--- config.mk ---
export PLATFORM = sky130hd
export DESIGN_NAME = sdram_sequencer
export DESIGN_NICKNAME = d
export VERILOG_FILES = /design/src/hdl/ram_pkg.sv /design/src/hdl/sdram_sequencer.sv
export VERILOG_INCLUDE_DIRS = /design/src /design/src/include
export SDC_FILE = /design/constraint.sdc
export NUM_CORES = 1
export LEC_CHECK = 0
export BUFFER_PORTS_ARGS = -buffer_cell sky130_fd_sc_hd__buf_2
export CAP_MARGIN = 10
export CORE_MARGIN = 3
export CORE_UTILIZATION = 42
export CTS_CLUSTER_SIZE = 8
export DETAILED_ROUTE_END_ITERATION = 16
export GPL_ROUTABILITY_DRIVEN = 0
export GPL_TIMING_DRIVEN = 0
export PLACE_DENSITY = 0.92
export SETUP_SLACK_MARGIN = 0.5
export SLEW_MARGIN = 0
export SYNTH_ARGS = -nofsm -noshare
export SYNTH_HDL_FRONTEND = slang
export SYNTH_SLANG_ARGS = --single-unit
--- constraint.sdc ---
create_clock -name clk -period 5.95 [get_ports clk]
set_clock_uncertainty 0.2 [all_clocks]
set_input_delay 0.595 -clock clk [delete_from_list [all_inputs] [get_ports clk]]
set_output_delay 0.595 -clock clk [all_outputs]
set_load 0.03 [all_outputs]
--- src/include/ram_cfg.svh ---
// memory front end sizes and port delays, included by the RTL and the testbench
`ifndef RAM_CFG_SVH
`define RAM_CFG_SVH

// main memory and video word width
`define RAM_DATA_W 32

// main port word address width
`define SDRAM_ADDR_W 22

// populated low address bits of main memory
// any set bit above these means out of range
`define SDRAM_POP_W 17

// byte address width on the DDR application side
`define APP_ADDR_W 28

// video word address width
`define VRAM_ADDR_W 15

// processor video port, request to ready
`define VRAM_CPU_DELAY 4

// display port, request to ready
`define VRAM_VGA_DELAY 1

`endif

--- src/hdl/ram_pkg.sv ---
// shared types of the memory front end, imported by the sequencer and the DDR model
package ram_pkg;

   ////////////////////////////////////////
   // sequencer states
   ////////////////////////////////////////

   // one hot, one bit per state
   typedef enum logic [6:0] {
      st_idle       = 7'b0000001,
      st_read       = 7'b0000010,
      st_read_busy  = 7'b0000100,
      st_read_wait  = 7'b0001000,
      st_write      = 7'b0010000,
      st_write_busy = 7'b0100000,
      st_write_wait = 7'b1000000
   } sdram_state_t;

   ////////////////////////////////////////
   // application interface commands
   ////////////////////////////////////////

   // DDR controller encoding
   typedef enum logic [2:0] {
      app_cmd_write = 3'b000,
      app_cmd_read  = 3'b001
   } app_cmd_t;

endpackage

--- src/hdl/sdram_sequencer.sv ---
// main memory sequencer, turns held word requests into DDR application commands
`timescale 1ns/1ps
`include "ram_cfg.svh"

module sdram_sequencer
   import ram_pkg::*;
(
   input  logic                     clk,
   input  logic                     reset,
   input  logic                     calib_done,
   // main port
   input  logic [`SDRAM_ADDR_W-1:0] sdram_addr,
   input  logic [`RAM_DATA_W-1:0]   sdram_data_in,
   input  logic                     sdram_req,
   input  logic                     sdram_write,
   output logic [`RAM_DATA_W-1:0]   sdram_data_out,
   output logic                     sdram_ready,
   output logic                     sdram_done,
   // application interface
   output logic [`APP_ADDR_W-1:0]   app_addr,
   output app_cmd_t                 app_cmd,
   output logic                     app_en,
   output logic [`RAM_DATA_W-1:0]   app_wdf_data,
   output logic                     app_wdf_wren,
   input  logic                     app_rdy,
   input  logic                     app_wdf_rdy,
   input  logic [`RAM_DATA_W-1:0]   app_rd_data,
   input  logic                     app_rd_data_valid
);

   sdram_state_t state;
   sdram_state_t state_next;
   // latched in idle, holds for the whole access
   logic         out_of_range;
   logic         addr_high;
   // write data went out before the command was taken
   logic         wdf_taken;
   logic         wdf_accept;

   ////////////////////////////////////////
   // address and command
   ////////////////////////////////////////

   // any bit above the populated region
   assign addr_high = |sdram_addr[`SDRAM_ADDR_W-1:`SDRAM_POP_W];

   // word address to byte address, zero extended
   assign app_addr = {{(`APP_ADDR_W - `SDRAM_ADDR_W - 2){1'b0}}, sdram_addr, 2'b00};
   assign app_cmd = (state == st_write) ? app_cmd_write : app_cmd_read;
   assign app_wdf_data = sdram_data_in;

   // command held until app_rdy, never for an out of range access
   assign app_en = ((state == st_read) || (state == st_write)) && !out_of_range;

   // raised together with app_en, dropped on its own acceptance
   assign app_wdf_wren = ((state == st_write) && !out_of_range && !wdf_taken) ||
                         (state == st_write_busy);
   assign wdf_accept = app_wdf_wren && app_wdf_rdy;

   ////////////////////////////////////////
   // next state
   ////////////////////////////////////////

   always_comb begin
      state_next = state;
      case (state)
         st_idle: begin
            // nothing starts before calibration
            if (calib_done && sdram_req) begin
               state_next = st_read;
            end else if (calib_done && sdram_write) begin
               state_next = st_write;
            end
         end
         st_read: begin
            // out of range skips the controller
            if (out_of_range) begin
               state_next = st_read_wait;
            end else if (app_rdy) begin
               state_next = st_read_busy;
            end
         end
         st_read_busy: begin
            // latency varies, wait for the data beat
            if (app_rd_data_valid) begin
               state_next = st_read_wait;
            end
         end
         st_read_wait: begin
            if (!sdram_req) begin
               state_next = st_idle;
            end
         end
         st_write: begin
            if (out_of_range) begin
               state_next = st_write_wait;
            end else if (app_rdy) begin
               // command taken, data may still be pending
               state_next = (wdf_taken || app_wdf_rdy) ? st_write_wait : st_write_busy;
            end
         end
         st_write_busy: begin
            if (app_wdf_rdy) begin
               state_next = st_write_wait;
            end
         end
         st_write_wait: begin
            if (!sdram_write) begin
               state_next = st_idle;
            end
         end
         default: begin
            state_next = st_idle;
         end
      endcase
   end

   ////////////////////////////////////////
   // state and handshake registers
   ////////////////////////////////////////

   always_ff @(posedge clk) begin
      if (reset) begin
         state <= st_idle;
         out_of_range <= 1'b0;
         wdf_taken <= 1'b0;
         sdram_ready <= 1'b0;
         sdram_done <= 1'b0;
         sdram_data_out <= '0;
      end else begin
         state <= state_next;
         // range check and data flag restart every access
         if (state == st_idle) begin
            out_of_range <= addr_high;
            wdf_taken <= 1'b0;
         end else if (wdf_accept) begin
            wdf_taken <= 1'b1;
         end
         // read word, all ones above the populated region
         if ((state == st_read) && out_of_range) begin
            sdram_data_out <= '1;
         end else if ((state == st_read_busy) && app_rd_data_valid) begin
            sdram_data_out <= app_rd_data;
         end
         // ready and done stay up until the master lets go
         sdram_ready <= (state_next == st_read_wait);
         sdram_done <= (state_next == st_write_wait);
      end
   end

endmodule

==> results of run 1 <==
==> state kept, by name (all words and copies together) (netlist names) <==
signal          count
out_of_range        1
sdram_done          1
sdram_data_out     32
state               7
sdram_ready         1
wdf_taken           1
==> worst reg2reg max path: stages, from the launching register on <==
cell	delay [ns]
sky130_fd_sc_hd__dfxtp_1	0.33
sky130_fd_sc_hd__or4_4	0.58
sky130_fd_sc_hd__nor3_2	0.21
sky130_fd_sc_hd__nand2_1	0.19
sky130_fd_sc_hd__clkbuf_1	0.28
sky130_fd_sc_hd__nand2_1	0.13
sky130_fd_sc_hd__a31oi_1	0.09
==> metrics by stage <==
stage,utilization,std cells,total power [mW]
4_1_cts,0.621,526,0.791
3_5_place_dp,0.596,518,0.524
2_1_floorplan,-,314,0.466
3_3_place_gp,0.596,518,0.519
6_report,0.621,526,0.786
5_1_grt,0.621,526,0.821
==> placed cells by master (no fill, tap or decap), types with 3 or more instances in the layout <==
| cell type | n |
|---|---|
| sky130_fd_sc_hd__nor2_1 | 11 |
| sky130_fd_sc_hd__buf_6 | 3 |
| sky130_fd_sc_hd__o21ai_1 | 3 |
| sky130_fd_sc_hd__conb_1 | 8 |
| sky130_fd_sc_hd__nand3_1 | 3 |
| sky130_fd_sc_hd__buf_2 | 134 |
| sky130_fd_sc_hd__o21ai_0 | 3 |
| sky130_fd_sc_hd__clkbuf_1 | 15 |
| sky130_fd_sc_hd__a21oi_1 | 10 |
| sky130_fd_sc_hd__nor3_1 | 7 |
| sky130_fd_sc_hd__a31oi_1 | 36 |
| sky130_fd_sc_hd__clkbuf_8 | 5 |
| sky130_fd_sc_hd__nand2b_1 | 6 |
| sky130_fd_sc_hd__buf_4 | 63 |
| sky130_fd_sc_hd__dfxtp_1 | 43 |
| sky130_fd_sc_hd__nand2_1 | 72 |
==> cell families (layout without fill, tap and decap cells) <==
logic type | Yosys count | after routing | share of synthesized area
AO/OA/AOI/OAI | 65 | 65 | 0.174
buffers and inverters | 82 | 224 | 0.238
flip-flops | 43 | 43 | 0.362
other | 1 | 8 | 0.00158
AND/OR/NAND/NOR | 116 | 116 | 0.224
==> routing by layer <==
metal	vias up	wire, um	part of all wire	GRT usage
met4	0	93	0.013	0.0625
li1	1284	-	-	-
met3	11	657	0.095	0.0466
met5	-	0	0	0
met2	152	3700	0.54	0.360
met1	1196	2440	0.35	0.218
==> final cells by class <==
cell class,count,area [um2]
plain buffers,81,563
clock buffers,6,72.6
clock inverters,2,60.1
fillers,466,2010
inverters,1,3.75
multi-input cells,189,976
flip-flops and latches,43,861
well taps,70,87.6
repair buffers,134,671
==> worst max path at each step <==
| stage | from | to | slack (ns) | depth (start not counted) |
|---|---|---|---|---|
| after detailed placement | state[0] | app_wdf_wren | 3.47 | 5 |
| final | state[0] | app_wdf_wren | 3.13 | 5 |
| after global routing | state[0] | app_wdf_wren | 2.91 | 5 |
| after CTS | state[0] | app_wdf_wren | 3.14 | 5 |
| after floorplan | state[0] | app_wdf_wren | 3.40 | 4 |
| after global placement | state[0] | app_wdf_wren | 3.53 | 5 |
==> report_power, final <==
part	total, mW	switching, mW	internal (mW)
Combinational	0.214	0.133	0.0813
Clock	0.266	0.0987	0.168
Sequential	0.306	0.00749	0.298
==> flow_metrics.py, run 1 <==
metrics = {
    "critical_path": {
        "regToRegEndpoint": "sdram_data_out[22]",
        "crit_family": "simple AND/OR/NAND/NOR gates",
        "cp_num_buf_inv": 2,
        "timing.critical_path.fanout_max": 10,
        "timing.critical_path.slowest_cell_delay_ns": 0.34,
        "crit_arrival_ns": 2.03,
        "critical_path_class": "flip-flop to output port",
        "rr_startpoint": "state[6]",
        "crit_chain": "clkbuf_1, nor3_1, nand3b_1, o31ai_1, buf_2",
        "cp_slowest_cell": "sky130_fd_sc_hd__dfxtp_1",
        "start_kind": "flip-flop",
        "cp.required_ns": 5.16,
        "worst-r2r-setup-slack_ns": 3.79,
        "worst_r2r_path_depth": 6,
        "worstSetupEndpointType": "output port",
    },
    "detailed_routing": {
        "drt-vias-per-instance": 5.02,
        "drc": 0,
        "detailedRoute.firstPassIterationCount": 5,
        "first_iter_violations": 238,
        "routed-via-count": 2643,
        "detail_route.wl_per_cell_um": 13.1,
        "routed_wl_mm": 6.89,
        "remaining_number_of_nets_flagged_by_the_antenna_check_after_routing": 0,
    },
    "placement": {
        "place_area_um2": 3160,
        "detailedPlacementHpwl_mm": 5.51,
        "port-buffer-count": 134,
        "placement_setup_slack_ns": 3.47,
    },
    "floorplanning": {
        "design.portCount": 193,
        "die_h_um": 81.2,
        "placement_rows": 26,
        "core_region_area_um2": 5300,
        "die_outline_area_um2": 6600,
        "initial_cell_density_of_the_core": 0.448,
        "die-width_um": 81.2,
    },
    "timing": {
        "timing.final.crit_period_ns": 2.82,
        "final_hold_fails": 0,
        "fin_crit_sh": 0.475,
        "postLayoutSetupSlackWorst_ns": 3.13,
        "grt_setup_unrepaired": "false",
        "fmaxAchievable_mhz": 354,
        "timing.final.setup_violations": 0,
        "finalMaxSlewViolations": 0,
        "timing.setup.tns_ns": 0,
        "whs_ns": 0.278,
    },
    "logic_synthesis": {
        "synth_cells": 307,
        "netlist_top_cells_count": "sky130_fd_sc_hd__nand2_1, sky130_fd_sc_hd__buf_4, sky130_fd_sc_hd__dfxtp_1",
        "yosys.cell_count.top_type": "sky130_fd_sc_hd__nand2_1",
        "yosysSeqAreaShare": 0.362,
        "synthDominantCellAreaShare": 0.362,
        "async_reset_ff_frac": 0,
        "synthesis.area_um2": 2380,
        "top_cell_type_by_total_area_after_synthesis": "sky130_fd_sc_hd__dfxtp_1",
        "synthesis.yosys.warnings": 0,
        "yosys_most_used_dff": "sky130_fd_sc_hd__dfxtp_1",
        "ys_seq_elements": 43,
        "synth-edff-count": 0,
        "synth.distinct_cells": 41,
        "synthTopCellsByArea": "sky130_fd_sc_hd__dfxtp_1, sky130_fd_sc_hd__buf_4, sky130_fd_sc_hd__nand2_1",
        "post_synth.cell_area_avg_um2": 7.74,
    },
    "global_routing": {
        "grt_remaining_overflow": 0,
        "grt_start_max_net_pins": 14,
        "number_of_antenna_violations_at_the_first_check_in_global_routing": 0,
        "grt_pass1_vias": 2362,
        "grt_util_all_layers": 0.195,
        "grt_pass1_wl_mm": 10.2,
    },
    "clocking": {
        "clkSlewWorstSetupHoldPaths_ns": 0.09,
        "clock_tree.htree_level_count": 2,
        "cts_hold_repair.buffers": 0,
        "post-cts-setup-buffer-count": 0,
        "clock_insertion_delay_worst_skew_ns": 0.29,
        "cts-resized-gates": 0,
        "clock_sink_count": 43,
        "cts-root-to-sink-buffers": 2,
        "cts_tree": "built",
        "clk_root_buffer_cell": "sky130_fd_sc_hd__clkbuf_8",
        "cts_buf_count": 5,
    },
    "cells_and_area": {
        "design.final.nets": 549,
        "post_route_cells_drive_above_1_share": 0.465,
        "postLayoutCellArea_um2": 3290,
        "area.growth.synth_to_final_pct": 38.6,
        "diodes": 0,
    },
    "power": {
        "total_leakage_power_nw": 1.56,
        "worst_ir_drop_vdd_uv": 172,
        "pwr_density_cell_nw_per_um2": 239,
    },
    "hold_path": {
        "min-delay-path-class": "flip-flop to flip-flop",
        "min_delay_path_depth": 2,
        "worst_hold_startpoint": "sdram_data_out[19]",
        "whs_endpoint": "sdram_data_out[19]",
    },
    "flow_run": {
        "timing.max_cap.violations": 0,
    },
    "status": {
        "run_status": "finished, final reports clean",
    },
}
Note: power is estimated with default switching activity, not from simulation.
==> inputs of run 2 (changes only) <==
Settings changed: CORE_UTILIZATION 42 to 39, PLACE_DENSITY 0.92 to 0.86.
Clock period 5.95 ns to 2.75 ns, I/O delays scaled along.
==> flow_metrics.py, run 2 (synthesis results as in run 1) <==
metrics = {
    "status": {
        "run_status": "finished, final reports clean",
    },
    "cells_and_area": {
        "diodes": 0,
        "final_cell_count_no_fill": 531,
        "postLayoutCellArea_um2": 3360,
        "design.final.nets": 553,
        "top_register": "sdram_data_out",
        "area.growth.synth_to_final_pct": 41.2,
        "largestRegisters": "sdram_data_out x32, state x7",
        "layout_commonest_cell": "sky130_fd_sc_hd__buf_2",
        "largest_reg_flops": 32,
        "final_cell_mix": "sky130_fd_sc_hd__buf_2, sky130_fd_sc_hd__nand2_1, sky130_fd_sc_hd__buf_4",
        "post_route_cells_drive_above_1_share": 0.497,
        "utilization": 0.588,
    },
    "global_routing": {
        "grt_util_all_layers": 0.184,
        "grt_remaining_overflow": 0,
        "number_of_antenna_violations_at_the_first_check_in_global_routing": 0,
        "grt_pass1_wl_mm": 10.9,
        "grt_pass1_vias": 2410,
        "grt_start_max_net_pins": 13,
    },
    "hold_path": {
        "min-delay-path-class": "input port to flip-flop",
        "worst_hold_startpoint": "app_wdf_rdy",
    },
    "placement": {
        "place_area_um2": 3160,
        "port-buffer-count": 134,
        "place.detailed.instances": 520,
        "detailedPlacementHpwl_mm": 5.44,
        "placement_setup_slack_ns": 0.534,
    },
    "floorplanning": {
        "core_region_area_um2": 5710,
        "initial_cell_density_of_the_core": 0.416,
        "design.portCount": 193,
        "placement_rows": 27,
        "die-width_um": 84.1,
        "die_h_um": 84.1,
        "die_outline_area_um2": 7070,
    },
    "power": {
        "cellInternalPower_mw": 1.11,
        "total_leakage_power_nw": 1.59,
        "net_switching_share_of_the_total_power": 0.322,
        "pwr_density_cell_nw_per_um2": 486,
        "p_switching_uw": 525,
        "worst_ir_drop_vdd_uv": 270,
        "seq_power_share": 0.407,
        "power_frac_comb": 0.301,
        "clock_power_share": 0.292,
        "p_total_mw": 1.63,
    },
    "detailed_routing": {
        "remaining_number_of_nets_flagged_by_the_antenna_check_after_routing": 0,
        "first_iter_violations": 135,
        "drc": 0,
        "drt-vias-per-instance": 4.88,
        "detailedRoute.firstPassIterationCount": 4,
        "routed_wl_mm": 7.02,
        "routed-via-count": 2593,
        "detail_route.wl_per_cell_um": 13.2,
    },
    "clocking": {
        "clkSlewWorstSetupHoldPaths_ns": 0.08,
        "cts_tree": "built",
        "clock_insertion_delay_worst_skew_ns": 0.29,
        "clk_root_buffer_cell": "sky130_fd_sc_hd__clkbuf_8",
        "cts_buf_count": 5,
        "clock_sink_count": 43,
        "cts_hold_repair.buffers": 0,
        "clock_tree.htree_level_count": 2,
        "cts-root-to-sink-buffers": 2,
    },
    "critical_path": {
        "worstSetupEndpointType": "output port",
        "timing.critical_path.fanout_max": 2,
        "worstSetupStartpoint": "state[6]",
        "cp.required_ns": 2.28,
        "crit_arrival_ns": 1.77,
        "critical_path_class": "flip-flop to output port",
        "rr_startpoint": "state[6]",
        "start_kind": "flip-flop",
    },
    "timing": {
        "fin_crit_sh": 0.816,
        "timing.final.crit_period_ns": 2.24,
        "timing.setup.tns_ns": 0,
        "fmaxAchievable_mhz": 446,
        "whs_ns": 0.00853,
        "finalMaxSlewViolations": 0,
        "timing.final.setup_violations": 0,
        "postLayoutSetupSlackWorst_ns": 0.506,
        "grt_setup_unrepaired": "true",
        "final_hold_fails": 0,
    },
    "flow_run": {
        "timing.max_cap.violations": 0,
    },
}
run 2: changes by cell type in the layout (fill, tap and decap cells not counted), moves of 2 or more:
cell,previous run,this run
sky130_fd_sc_hd__buf_2,134,136
sky130_fd_sc_hd__buf_4,63,66
sky130_fd_sc_hd__clkbuf_1,15,8
sky130_fd_sc_hd__clkbuf_2,0,4
sky130_fd_sc_hd__dfxtp_1,43,41
sky130_fd_sc_hd__dfxtp_2,0,2
run 2: power by group through the flow:
stage / combinational, mW / clock, mW / sequential [mW]
final: 0.491 / 0.476 / 0.664
after global routing: 0.524 / 0.511 / 0.667
after CTS: 0.478 / 0.492 / 0.662
after detailed placement: 0.457 / 0 / 0.676
after global placement: 0.448 / 0 / 0.674
after floorplan: 0.315 / 0 / 0.693
run 2: critical path, cell delays in order, from the launching register on:
cell                      delay [ns]
sky130_fd_sc_hd__dfxtp_2        0.33
sky130_fd_sc_hd__or4_4          0.53
sky130_fd_sc_hd__or3_4          0.38
sky130_fd_sc_hd__o31ai_4        0.07
sky130_fd_sc_hd__buf_6          0.16
run 2: cell type report:
class,count,area (um2)
Buffer,81,579
Clock buffer,6,72.6
Clock inverter,1,30.0
Fill cell,529,2350
Inverter,1,3.75
Multi-Input combinational cell,189,1010
Sequential cell,43,863
Tap cell,72,90.1
Timing Repair Buffer,138,707
run 2: repair_timing:
action,in CTS,in global routing
endpoints found under the setup margin,2,34
pin swaps,3,5
buffers inserted,4,0
gates resized for setup,6,23
run 2: layer usage:
metal	GRT usage	share of wire	vias to the layer above
met4	0.0599	0.017	0
met2	0.346	0.52	135
met3	0.0434	0.084	12
met5	0	0	-
met1	0.198	0.38	1161
li1	-	-	1285
run 2: worst paths after layout:
check                       to  slack (ns)  depth (start not counted)
max               app_wdf_wren        0.51                          4
min                   state[5]       0.009                          2
max reg2reg           state[0]        0.58                          5
min reg2reg  sdram_data_out[6]        0.28                          2
